[config.mk]
export PLATFORM = sky130hd
export DESIGN_NAME = mduTop
export DESIGN_NICKNAME = d
export VERILOG_FILES = /design/src/source/mduPkg.sv /design/src/source/mduTop.sv /design/src/source/mduController.sv /design/src/source/mduDivider.sv /design/src/source/mduMultiplier.sv
export SDC_FILE = /design/constraint.sdc
export NUM_CORES = 2
export LEC_CHECK = 0
export ABC_AREA = 1
export BUFFER_PORTS_ARGS = -buffer_cell sky130_fd_sc_hd__clkbuf_2
export CAP_MARGIN = 20
export CORE_AREA = 2 2 338 340
export CTS_CLUSTER_SIZE = 28
export DETAILED_ROUTE_END_ITERATION = 8
export DIE_AREA = 0 0 340 342
export GPL_ROUTABILITY_DRIVEN = 0
export PLACE_DENSITY_LB_ADDON = 0.05
export SKIP_LAST_GASP = 1
export SYNTH_ARGS = -nofsm -noshare
export SYNTH_HDL_FRONTEND = slang
export SYNTH_HIERARCHICAL = 1
export SYNTH_SLANG_ARGS = --single-unit
[constraint.sdc]
create_clock -name clk -period 7.54 [get_ports clk]
set_input_delay 0.754 -clock clk [delete_from_list [all_inputs] [get_ports clk]]
set_output_delay 0.754 -clock clk [all_outputs]
set_load 0.02 [all_outputs]
[src/source/mduPkg.sv]
`default_nettype none

package mduPkg;

	////////////////////////////////////////////////////////////////////////////
	// Operations
	////////////////////////////////////////////////////////////////////////////

	// MDU operation codes as decoded by the processor
	typedef enum logic [3:0] {
		opNone,
		opMfhi,
		opMflo,
		opMthi,
		opMtlo,
		opMult,
		opMultu,
		opDiv,
		opDivu
	} mduOpE;

	////////////////////////////////////////////////////////////////////////////
	// Bundles
	////////////////////////////////////////////////////////////////////////////

	// Operands presented with each request
	typedef struct packed {
		mduOpE       op;
		logic [31:0] srcA;
		logic [31:0] srcB;
	} mduRequestT;

	// Engine result, HI in the upper word
	typedef struct packed {
		logic [31:0] hi;
		logic [31:0] lo;
	} mduResultT;

	////////////////////////////////////////////////////////////////////////////
	// Latencies
	////////////////////////////////////////////////////////////////////////////

	// Multiplier pipeline depth
	localparam int MulLatency = 4;
	// Restoring steps, one quotient bit each
	localparam int DivIterations = 32;
	// Load, iterations, sign fix
	localparam int DivLatency = DivIterations + 2;

endpackage

`default_nettype wire
[src/source/mduTop.sv]
`default_nettype none

module mduTop import mduPkg::*; (
	input  logic        clk,
	input  logic        arstN,
	input  mduRequestT  request,
	input  logic        start,
	input  logic        clear,
	output logic [31:0] hi,
	output logic [31:0] lo,
	output logic [31:0] readData,
	output logic        busy
);

	// Controller to engines
	logic mulStart;
	logic divStart;
	logic opSigned;
	logic flush;

	// Engines to controller
	logic mulDone;
	logic divDone;
	mduResultT mulResult;
	mduResultT divResult;

	mduController ctrl_i (
		.clk(clk),
		.arstN(arstN),
		.request(request),
		.start(start),
		.clear(clear),
		.mulDone(mulDone),
		.mulResult(mulResult),
		.divDone(divDone),
		.divResult(divResult),
		.mulStart(mulStart),
		.divStart(divStart),
		.opSigned(opSigned),
		.flush(flush),
		.hi(hi),
		.lo(lo),
		.readData(readData),
		.busy(busy)
	);

	// Operands go straight from the request, sampled on the start edge
	mduMultiplier mul_i (
		.clk(clk),
		.arstN(arstN),
		.start(mulStart),
		.signedOp(opSigned),
		.flush(flush),
		.a(request.srcA),
		.b(request.srcB),
		.done(mulDone),
		.result(mulResult)
	);

	mduDivider div_i (
		.clk(clk),
		.arstN(arstN),
		.start(divStart),
		.signedOp(opSigned),
		.flush(flush),
		.dividend(request.srcA),
		.divisor(request.srcB),
		.done(divDone),
		.result(divResult)
	);

endmodule

`default_nettype wire

[src/source/mduController.sv]
`default_nettype none

module mduController import mduPkg::*; (
	input  logic        clk,
	input  logic        arstN,
	input  mduRequestT  request,
	input  logic        start,
	input  logic        clear,
	input  logic        mulDone,
	input  mduResultT   mulResult,
	input  logic        divDone,
	input  mduResultT   divResult,
	output logic        mulStart,
	output logic        divStart,
	output logic        opSigned,
	output logic        flush,
	output logic [31:0] hi,
	output logic [31:0] lo,
	output logic [31:0] readData,
	output logic        busy
);

	// Decoded request
	logic isMul;
	logic isDiv;
	logic accept;

	// Result from whichever engine finished
	mduResultT doneResult;
	logic engineDone;

	////////////////////////////////////////////////////////////////////////////
	// Decode and dispatch
	////////////////////////////////////////////////////////////////////////////

	assign isMul = (request.op == opMult) || (request.op == opMultu);
	assign isDiv = (request.op == opDiv) || (request.op == opDivu);

	// Start only counts when idle, clear wins
	assign accept = start && !busy && !clear;

	assign mulStart = accept && isMul;
	assign divStart = accept && isDiv;
	assign opSigned = (request.op == opMult) || (request.op == opDiv);

	// Engines abort on the same edge as HI/LO clear
	assign flush = clear;

	////////////////////////////////////////////////////////////////////////////
	// Completion
	////////////////////////////////////////////////////////////////////////////

	assign engineDone = mulDone || divDone;

	// Only one engine runs at a time
	assign doneResult = divDone ? divResult : mulResult;

	////////////////////////////////////////////////////////////////////////////
	// Busy and HI/LO
	////////////////////////////////////////////////////////////////////////////

	always_ff @(posedge clk or negedge arstN) begin
		if (!arstN) begin
			busy <= 1'b0;
			hi <= '0;
			lo <= '0;
		end else if (clear) begin
			busy <= 1'b0;
			hi <= '0;
			lo <= '0;
		end else if (busy) begin
			// Move-to and start ignored here
			if (engineDone) begin
				hi <= doneResult.hi;
				lo <= doneResult.lo;
				busy <= 1'b0;
			end
		end else if (mulStart || divStart) begin
			busy <= 1'b1;
		end else if (request.op == opMthi) begin
			hi <= request.srcA;
		end else if (request.op == opMtlo) begin
			lo <= request.srcA;
		end
	end

	////////////////////////////////////////////////////////////////////////////
	// Read mux
	////////////////////////////////////////////////////////////////////////////

	// Registers as they stand, stale while busy
	always_comb begin
		case (request.op)
			opMfhi: readData = hi;
			opMflo: readData = lo;
			default: readData = '0;
		endcase
	end

endmodule

`default_nettype wire

[src/source/mduDivider.sv]
`default_nettype none

module mduDivider import mduPkg::*; (
	input  logic        clk,
	input  logic        arstN,
	input  logic        start,
	input  logic        signedOp,
	input  logic        flush,
	input  logic [31:0] dividend,
	input  logic [31:0] divisor,
	output logic        done,
	output mduResultT   result
);

	typedef enum logic [1:0] {
		divIdle,
		divLoad,
		divIterate,
		divFix
	} divStateE;

	typedef logic [$clog2(DivIterations)-1:0] iterCountT;

	divStateE state;
	iterCountT iterCount;

	// Raw operands held from the start edge
	logic [31:0] dividendReg;
	logic [31:0] divisorReg;
	logic signedReg;

	// Working registers
	logic [31:0] remainder;
	logic [31:0] quotient;
	logic [31:0] divisorMag;
	logic quotNeg;
	logic remNeg;
	logic zeroDivisor;

	// Load step helpers
	logic dividendNeg;
	logic divisorNeg;

	// One restoring step
	logic [32:0] shifted;
	logic [33:0] trial;

	assign dividendNeg = signedReg & dividendReg[31];
	assign divisorNeg = signedReg & divisorReg[31];

	// Bring next dividend bit into the partial remainder
	assign shifted = {remainder, quotient[31]};
	assign trial = {1'b0, shifted} - {2'b0, divisorMag};

	////////////////////////////////////////////////////////////////////////////
	// Control
	////////////////////////////////////////////////////////////////////////////

	always_ff @(posedge clk or negedge arstN) begin
		if (!arstN) begin
			state <= divIdle;
			iterCount <= '0;
		end else if (flush) begin
			// Abort whatever is in flight
			state <= divIdle;
			iterCount <= '0;
		end else begin
			case (state)
				divIdle: begin
					if (start) begin
						state <= divLoad;
					end
				end
				divLoad: begin
					state <= divIterate;
					iterCount <= '0;
				end
				divIterate: begin
					iterCount <= iterCount + 1'b1;
					if (iterCount == iterCountT'(DivIterations - 1)) begin
						state <= divFix;
					end
				end
				default: begin
					// Result taken by the controller this cycle
					state <= divIdle;
				end
			endcase
		end
	end

	////////////////////////////////////////////////////////////////////////////
	// Datapath
	////////////////////////////////////////////////////////////////////////////

	always_ff @(posedge clk) begin
		if (state == divIdle && start) begin
			dividendReg <= dividend;
			divisorReg <= divisor;
			signedReg <= signedOp;
		end

		if (state == divLoad) begin
			// Quotient register starts out holding the dividend magnitude
			remainder <= '0;
			quotient <= dividendNeg ? -dividendReg : dividendReg;
			divisorMag <= divisorNeg ? -divisorReg : divisorReg;
			quotNeg <= dividendNeg ^ divisorNeg;
			// Remainder takes the dividend sign
			remNeg <= dividendNeg;
			zeroDivisor <= (divisorReg == '0);
		end

		if (state == divIterate) begin
			if (!trial[33]) begin
				// Fits, keep the difference
				remainder <= trial[31:0];
				quotient <= {quotient[30:0], 1'b1};
			end else begin
				// Restore
				remainder <= shifted[31:0];
				quotient <= {quotient[30:0], 1'b0};
			end
		end
	end

	////////////////////////////////////////////////////////////////////////////
	// Sign fix and output
	////////////////////////////////////////////////////////////////////////////

	assign done = (state == divFix);

	always_comb begin
		if (zeroDivisor) begin
			// Defined result for x / 0
			result.hi = dividendReg;
			result.lo = '1;
		end else begin
			result.hi = remNeg ? -remainder : remainder;
			result.lo = quotNeg ? -quotient : quotient;
		end
	end

endmodule

`default_nettype wire

[src/source/mduMultiplier.sv]
`default_nettype none

module mduMultiplier import mduPkg::*; (
	input  logic        clk,
	input  logic        arstN,
	input  logic        start,
	input  logic        signedOp,
	input  logic        flush,
	input  logic [31:0] a,
	input  logic [31:0] b,
	output logic        done,
	output mduResultT   result
);

	// Operand signs, only meaningful for mult
	logic aNeg;
	logic bNeg;
	logic [31:0] aMag;
	logic [31:0] bMag;

	// Stage 1, magnitudes
	logic [31:0] aMag1;
	logic [31:0] bMag1;
	logic neg1;

	// Stage 2, partial products
	logic [31:0] pLow2;
	logic [31:0] pHigh2;
	logic [32:0] pMid2;
	logic neg2;

	// Stage 3, unsigned product
	logic [63:0] mag3;
	logic neg3;

	// Stage 4, final product
	logic [63:0] product4;

	// One valid bit per stage
	logic [MulLatency-1:0] valid;

	assign aNeg = signedOp & a[31];
	assign bNeg = signedOp & b[31];
	// Most negative word maps onto itself, still correct as unsigned
	assign aMag = aNeg ? -a : a;
	assign bMag = bNeg ? -b : b;

	////////////////////////////////////////////////////////////////////////////
	// Valid chain
	////////////////////////////////////////////////////////////////////////////

	always_ff @(posedge clk or negedge arstN) begin
		if (!arstN) begin
			valid <= '0;
		end else if (flush) begin
			valid <= '0;
		end else begin
			valid <= {valid[MulLatency-2:0], start};
		end
	end

	////////////////////////////////////////////////////////////////////////////
	// Datapath
	////////////////////////////////////////////////////////////////////////////

	always_ff @(posedge clk) begin
		// Capture magnitudes and result sign
		aMag1 <= aMag;
		bMag1 <= bMag;
		neg1 <= aNeg ^ bNeg;

		// Four 16x16 products, cross terms summed here
		pLow2 <= aMag1[15:0] * bMag1[15:0];
		pHigh2 <= aMag1[31:16] * bMag1[31:16];
		pMid2 <= aMag1[15:0] * bMag1[31:16] + aMag1[31:16] * bMag1[15:0];
		neg2 <= neg1;

		// Middle term lands 16 bits up
		mag3 <= {pHigh2, pLow2} + {15'b0, pMid2, 16'b0};
		neg3 <= neg2;

		// Back to two's complement
		product4 <= neg3 ? -mag3 : mag3;
	end

	assign done = valid[MulLatency-1];
	assign result.hi = product4[63:32];
	assign result.lo = product4[31:0];

endmodule

`default_nettype wire

==> impl_metrics.json <==
{
  "slowest_delay_ns": 0.76,
  "cts_buffers": 60,
  "final.min_clock_period_ns": 6.82,
  "slew_viol_final": 0,
  "cpMaxStageDelayCell": "dfxtp_1",
  "yosys.area_share.adder": 0.341,
  "status": "finished clean",
  "gr-usage-all-layers": 0.371,
  "ioPinCount": 169,
  "synth_area_um2": 67100,
  "r2r-start": "mul_i/aMag1[6]",
  "yosys_warnings": 6,
  "finalSetupViolCount": 0,
  "cp_top_family": "adder cells",
  "cts_root_buf": "clkbuf_16",
  "route.met2.wl_um": 97100,
  "wl_met3_um": 18800,
  "synthArstFlopShare": 0.143,
  "post_drt_wl_per_cell_um": 19.4,
  "cp-start-kind": "register",
  "cts_setup_buffers": 0,
  "synthFlopType": "dfxtp_1",
  "drc": 0,
  "drtIter0Drc": 5145,
  "syn_avg_cell_area_um2": 7.19,
  "max_cap_violations": 0,
  "coreArea_um2": 113000,
  "fin_tns_setup_ns": 0,
  "synth.distinct_cells": 56,
  "worst_clock_skew_ns": 0.0598,
  "n_fill_cell": 10400,
  "layout_commonest_cell": "nand2_1",
  "cts_resized": 0,
  "dr.max_layer_used": "met5",
  "synth_compound_area_frac": 0.0498,
  "h-tree-depth": 2,
  "synth_top_family_by_area": "adder cells",
  "worstRegToRegCells": 22,
  "dpl-instance-area_um2": 69300,
  "layout-drive-gt1-share": 0.0493,
  "clk_pin_slew_worst_paths_ns": 0.07,
  "seq_area_frac_synth": 0.189,
  "die_area_um2": 116000,
  "r2r_setup_slack_ns": 0.72,
  "fin_nets": 10700,
  "synthSimpleGateAreaFrac": 0.248,
  "required_ns": 8.08,
  "die_w_um": 340,
  "relSlewSlack": 0.206,
  "worstPathArrival_ns": 7.36,
  "final_cell_area_um2": 71500,
  "start_util": 0.593,
  "die_y_um": 342,
  "path_max_fanout": 17,
  "area_growth_pct": 6.61,
  "crit_chain": "buf_4 > nand2_1 > inv_1 > fa_1 > fa_1 > fa_1 > inv_1 > fa_1 > inv_1 > fa_1 > fa_1 > fa_1 > fa_1 > ha_1 > a21oi_1 > o21ai_0 > a21oi_1 > nand2_1 > nand2_1 > nand2_1 > nand2_1 > nand2_1",
  "syn_inst": 9323,
  "path_common_cell": "fa_1",
  "clkLatencyLatePin_ns": 0.69,
  "numPortBuffers": 168,
  "firstDrtPassIters": 7,
  "timing.final.crit_share": 0.904,
  "rr_endpoint": "mul_i/pMid2[30]",
  "grt_pass1_vias": 59400,
  "hp-class": "in -> async",
  "hpwlAfterDp_um": 171000,
  "tightest_slew_ns": 1.18,
  "synthMuxAreaShare": 0,
  "wirelength_um": 212000,
  "synth_nets": 10700,
  "grt_max_degree": 77,
  "max_freq_ghz": 0.147,
  "routed_via_density": 5.43,
  "worst-path-buf-inv": 4,
  "ys_ff_latch": 532,
  "drtAntennaViolNets": 0,
  "grt.overflow.total": 0,
  "rsz0062_at_grt": "no",
  "cp-end-kind": "register",
  "cts_max_path_buffers": 3,
  "hold_viol": 0,
  "critPathKind": "reg -> reg",
  "cts_num_sinks": 532,
  "synth_edf_count": 164,
  "synth_xor_area_frac": 0.0295,
  "cts_tree": "yes",
  "vias": 59300,
  "final_cell_mix": "nand2_1 (2,784), inv_1 (2,215), fa_1 (838), nor2_1 (581), ha_1 (484)",
  "drt-met1-wl_um": 78700,
  "cts_hold_buffers": 0,
  "grt_pass1_wl_um": 332000,
  "rows": 124,
  "antenna_found_initial": 13
}
area by class of cell:
| class | instances | area (um^2) | share of cell area |
|---|---|---|---|
| sequential | 532 | 12700 | 0.177 |
| timing repair buffer | 261 | 1550 | 0.0217 |
| multi-input combinational | 6262 | 44800 | 0.627 |
| clock inverter | 35 | 460 | 0.00644 |
| antenna | 6 | 15.0 | 0.000210 |
| tap | 1512 | 1890 | 0.0265 |
| inverter | 2231 | 8380 | 0.117 |
| clock buffer | 78 | 1710 | 0.0240 |
metrics by stage:
step / util / setup slack, ns / instances / hold WS, ns
finish: 0.632 / 0.723 / 10900 / 0.252
global route: 0.632 / 0.359 / 10900 / 0.282
global placement: 0.613 / 0.820 / 10800 / 0.311
detailed placement: 0.613 / 0.749 / 10800 / 0.312
CTS: 0.632 / 0.751 / 10900 / 0.248
floorplan: - / 1.46 / 9323 / 0.310
Yosys cell counts (all sizes together) (8+ instances only):
library cell / number / area share
a21o: 9 / 0.0010
edfxtp: 164 / 0.073
a21oi: 226 / 0.017
inv: 2225 / 0.12
and2: 13 / 0.0012
ha: 487 / 0.091
dfxtp: 292 / 0.087
o211ai: 13 / 0.0015
dfrtp: 76 / 0.028
nor3: 59 / 0.0048
xor2: 186 / 0.024
nand3: 482 / 0.036
o21bai: 14 / 0.0016
xnor2: 40 / 0.0052
nor2: 610 / 0.036
or2: 10 / 0.00093
fa: 838 / 0.25
nor4: 9 / 0.00084
o21ai: 334 / 0.025
clkbuf: 251 / 0.014
nand4: 83 / 0.0077
o21a: 8 / 0.00090
nand2: 2803 / 0.16
buf: 47 / 0.0039
nand3b: 13 / 0.0015
flip-flops by register name, summed over array words and instances (netlist names), 2 cells and up:
register / count
mul_i/mag3: 64
mul_i/result: 64
mul_i/aMag1: 32
mul_i/pLow2: 32
div_i/quotient: 32
mul_i/valid: 4
div_i/iterCount: 5
mul_i/pMid2: 33
div_i/dividendReg: 32
mul_i/pHigh2: 32
ctrl_i/lo: 32
ctrl_i/hi: 32
div_i/divisorMag: 32
mul_i/bMag1: 32
div_i/state: 2
div_i/divisorReg: 32
div_i/remainder: 32
routing by layer:
| metal | track usage | vias up |
|---|---|---|
| met2 | 0.613 | 2731 |
| met3 | 0.0647 | 734 |
| met4 | 0.250 | 8 |
| met1 | 0.446 | 28100 |
| li1 | - | 27700 |
| met5 | 0 | - |
worst max path at each step:
stage,to,from,slack [ns],depth (start not counted)
after floorplan,mul_i/pMid2[25],mul_i/aMag1[11],1.46,25
after global placement,mul_i/pMid2[32],mul_i/aMag1[6],0.82,23
after detailed placement,mul_i/pMid2[25],mul_i/bMag1[24],0.75,25
after CTS,mul_i/pMid2[25],mul_i/bMag1[24],0.75,25
after global routing,mul_i/pMid2[32],mul_i/aMag1[6],0.36,23
final,mul_i/pMid2[30],mul_i/aMag1[6],0.72,22
kinds of logic after synthesis:
| kind of cell | after synthesis |
|---|---|
| adder cells (fa/ha/maj) | 1325 |
| XOR/XNOR | 226 |
| flip-flops | 532 |
| buffers and inverters | 2529 |
| AND/OR/NAND/NOR | 4088 |
| AO/OA/AOI/OAI | 623 |
Power is not shown: default switching activity piles up to over one toggle a cycle in this logic, so the estimate is an artifact.
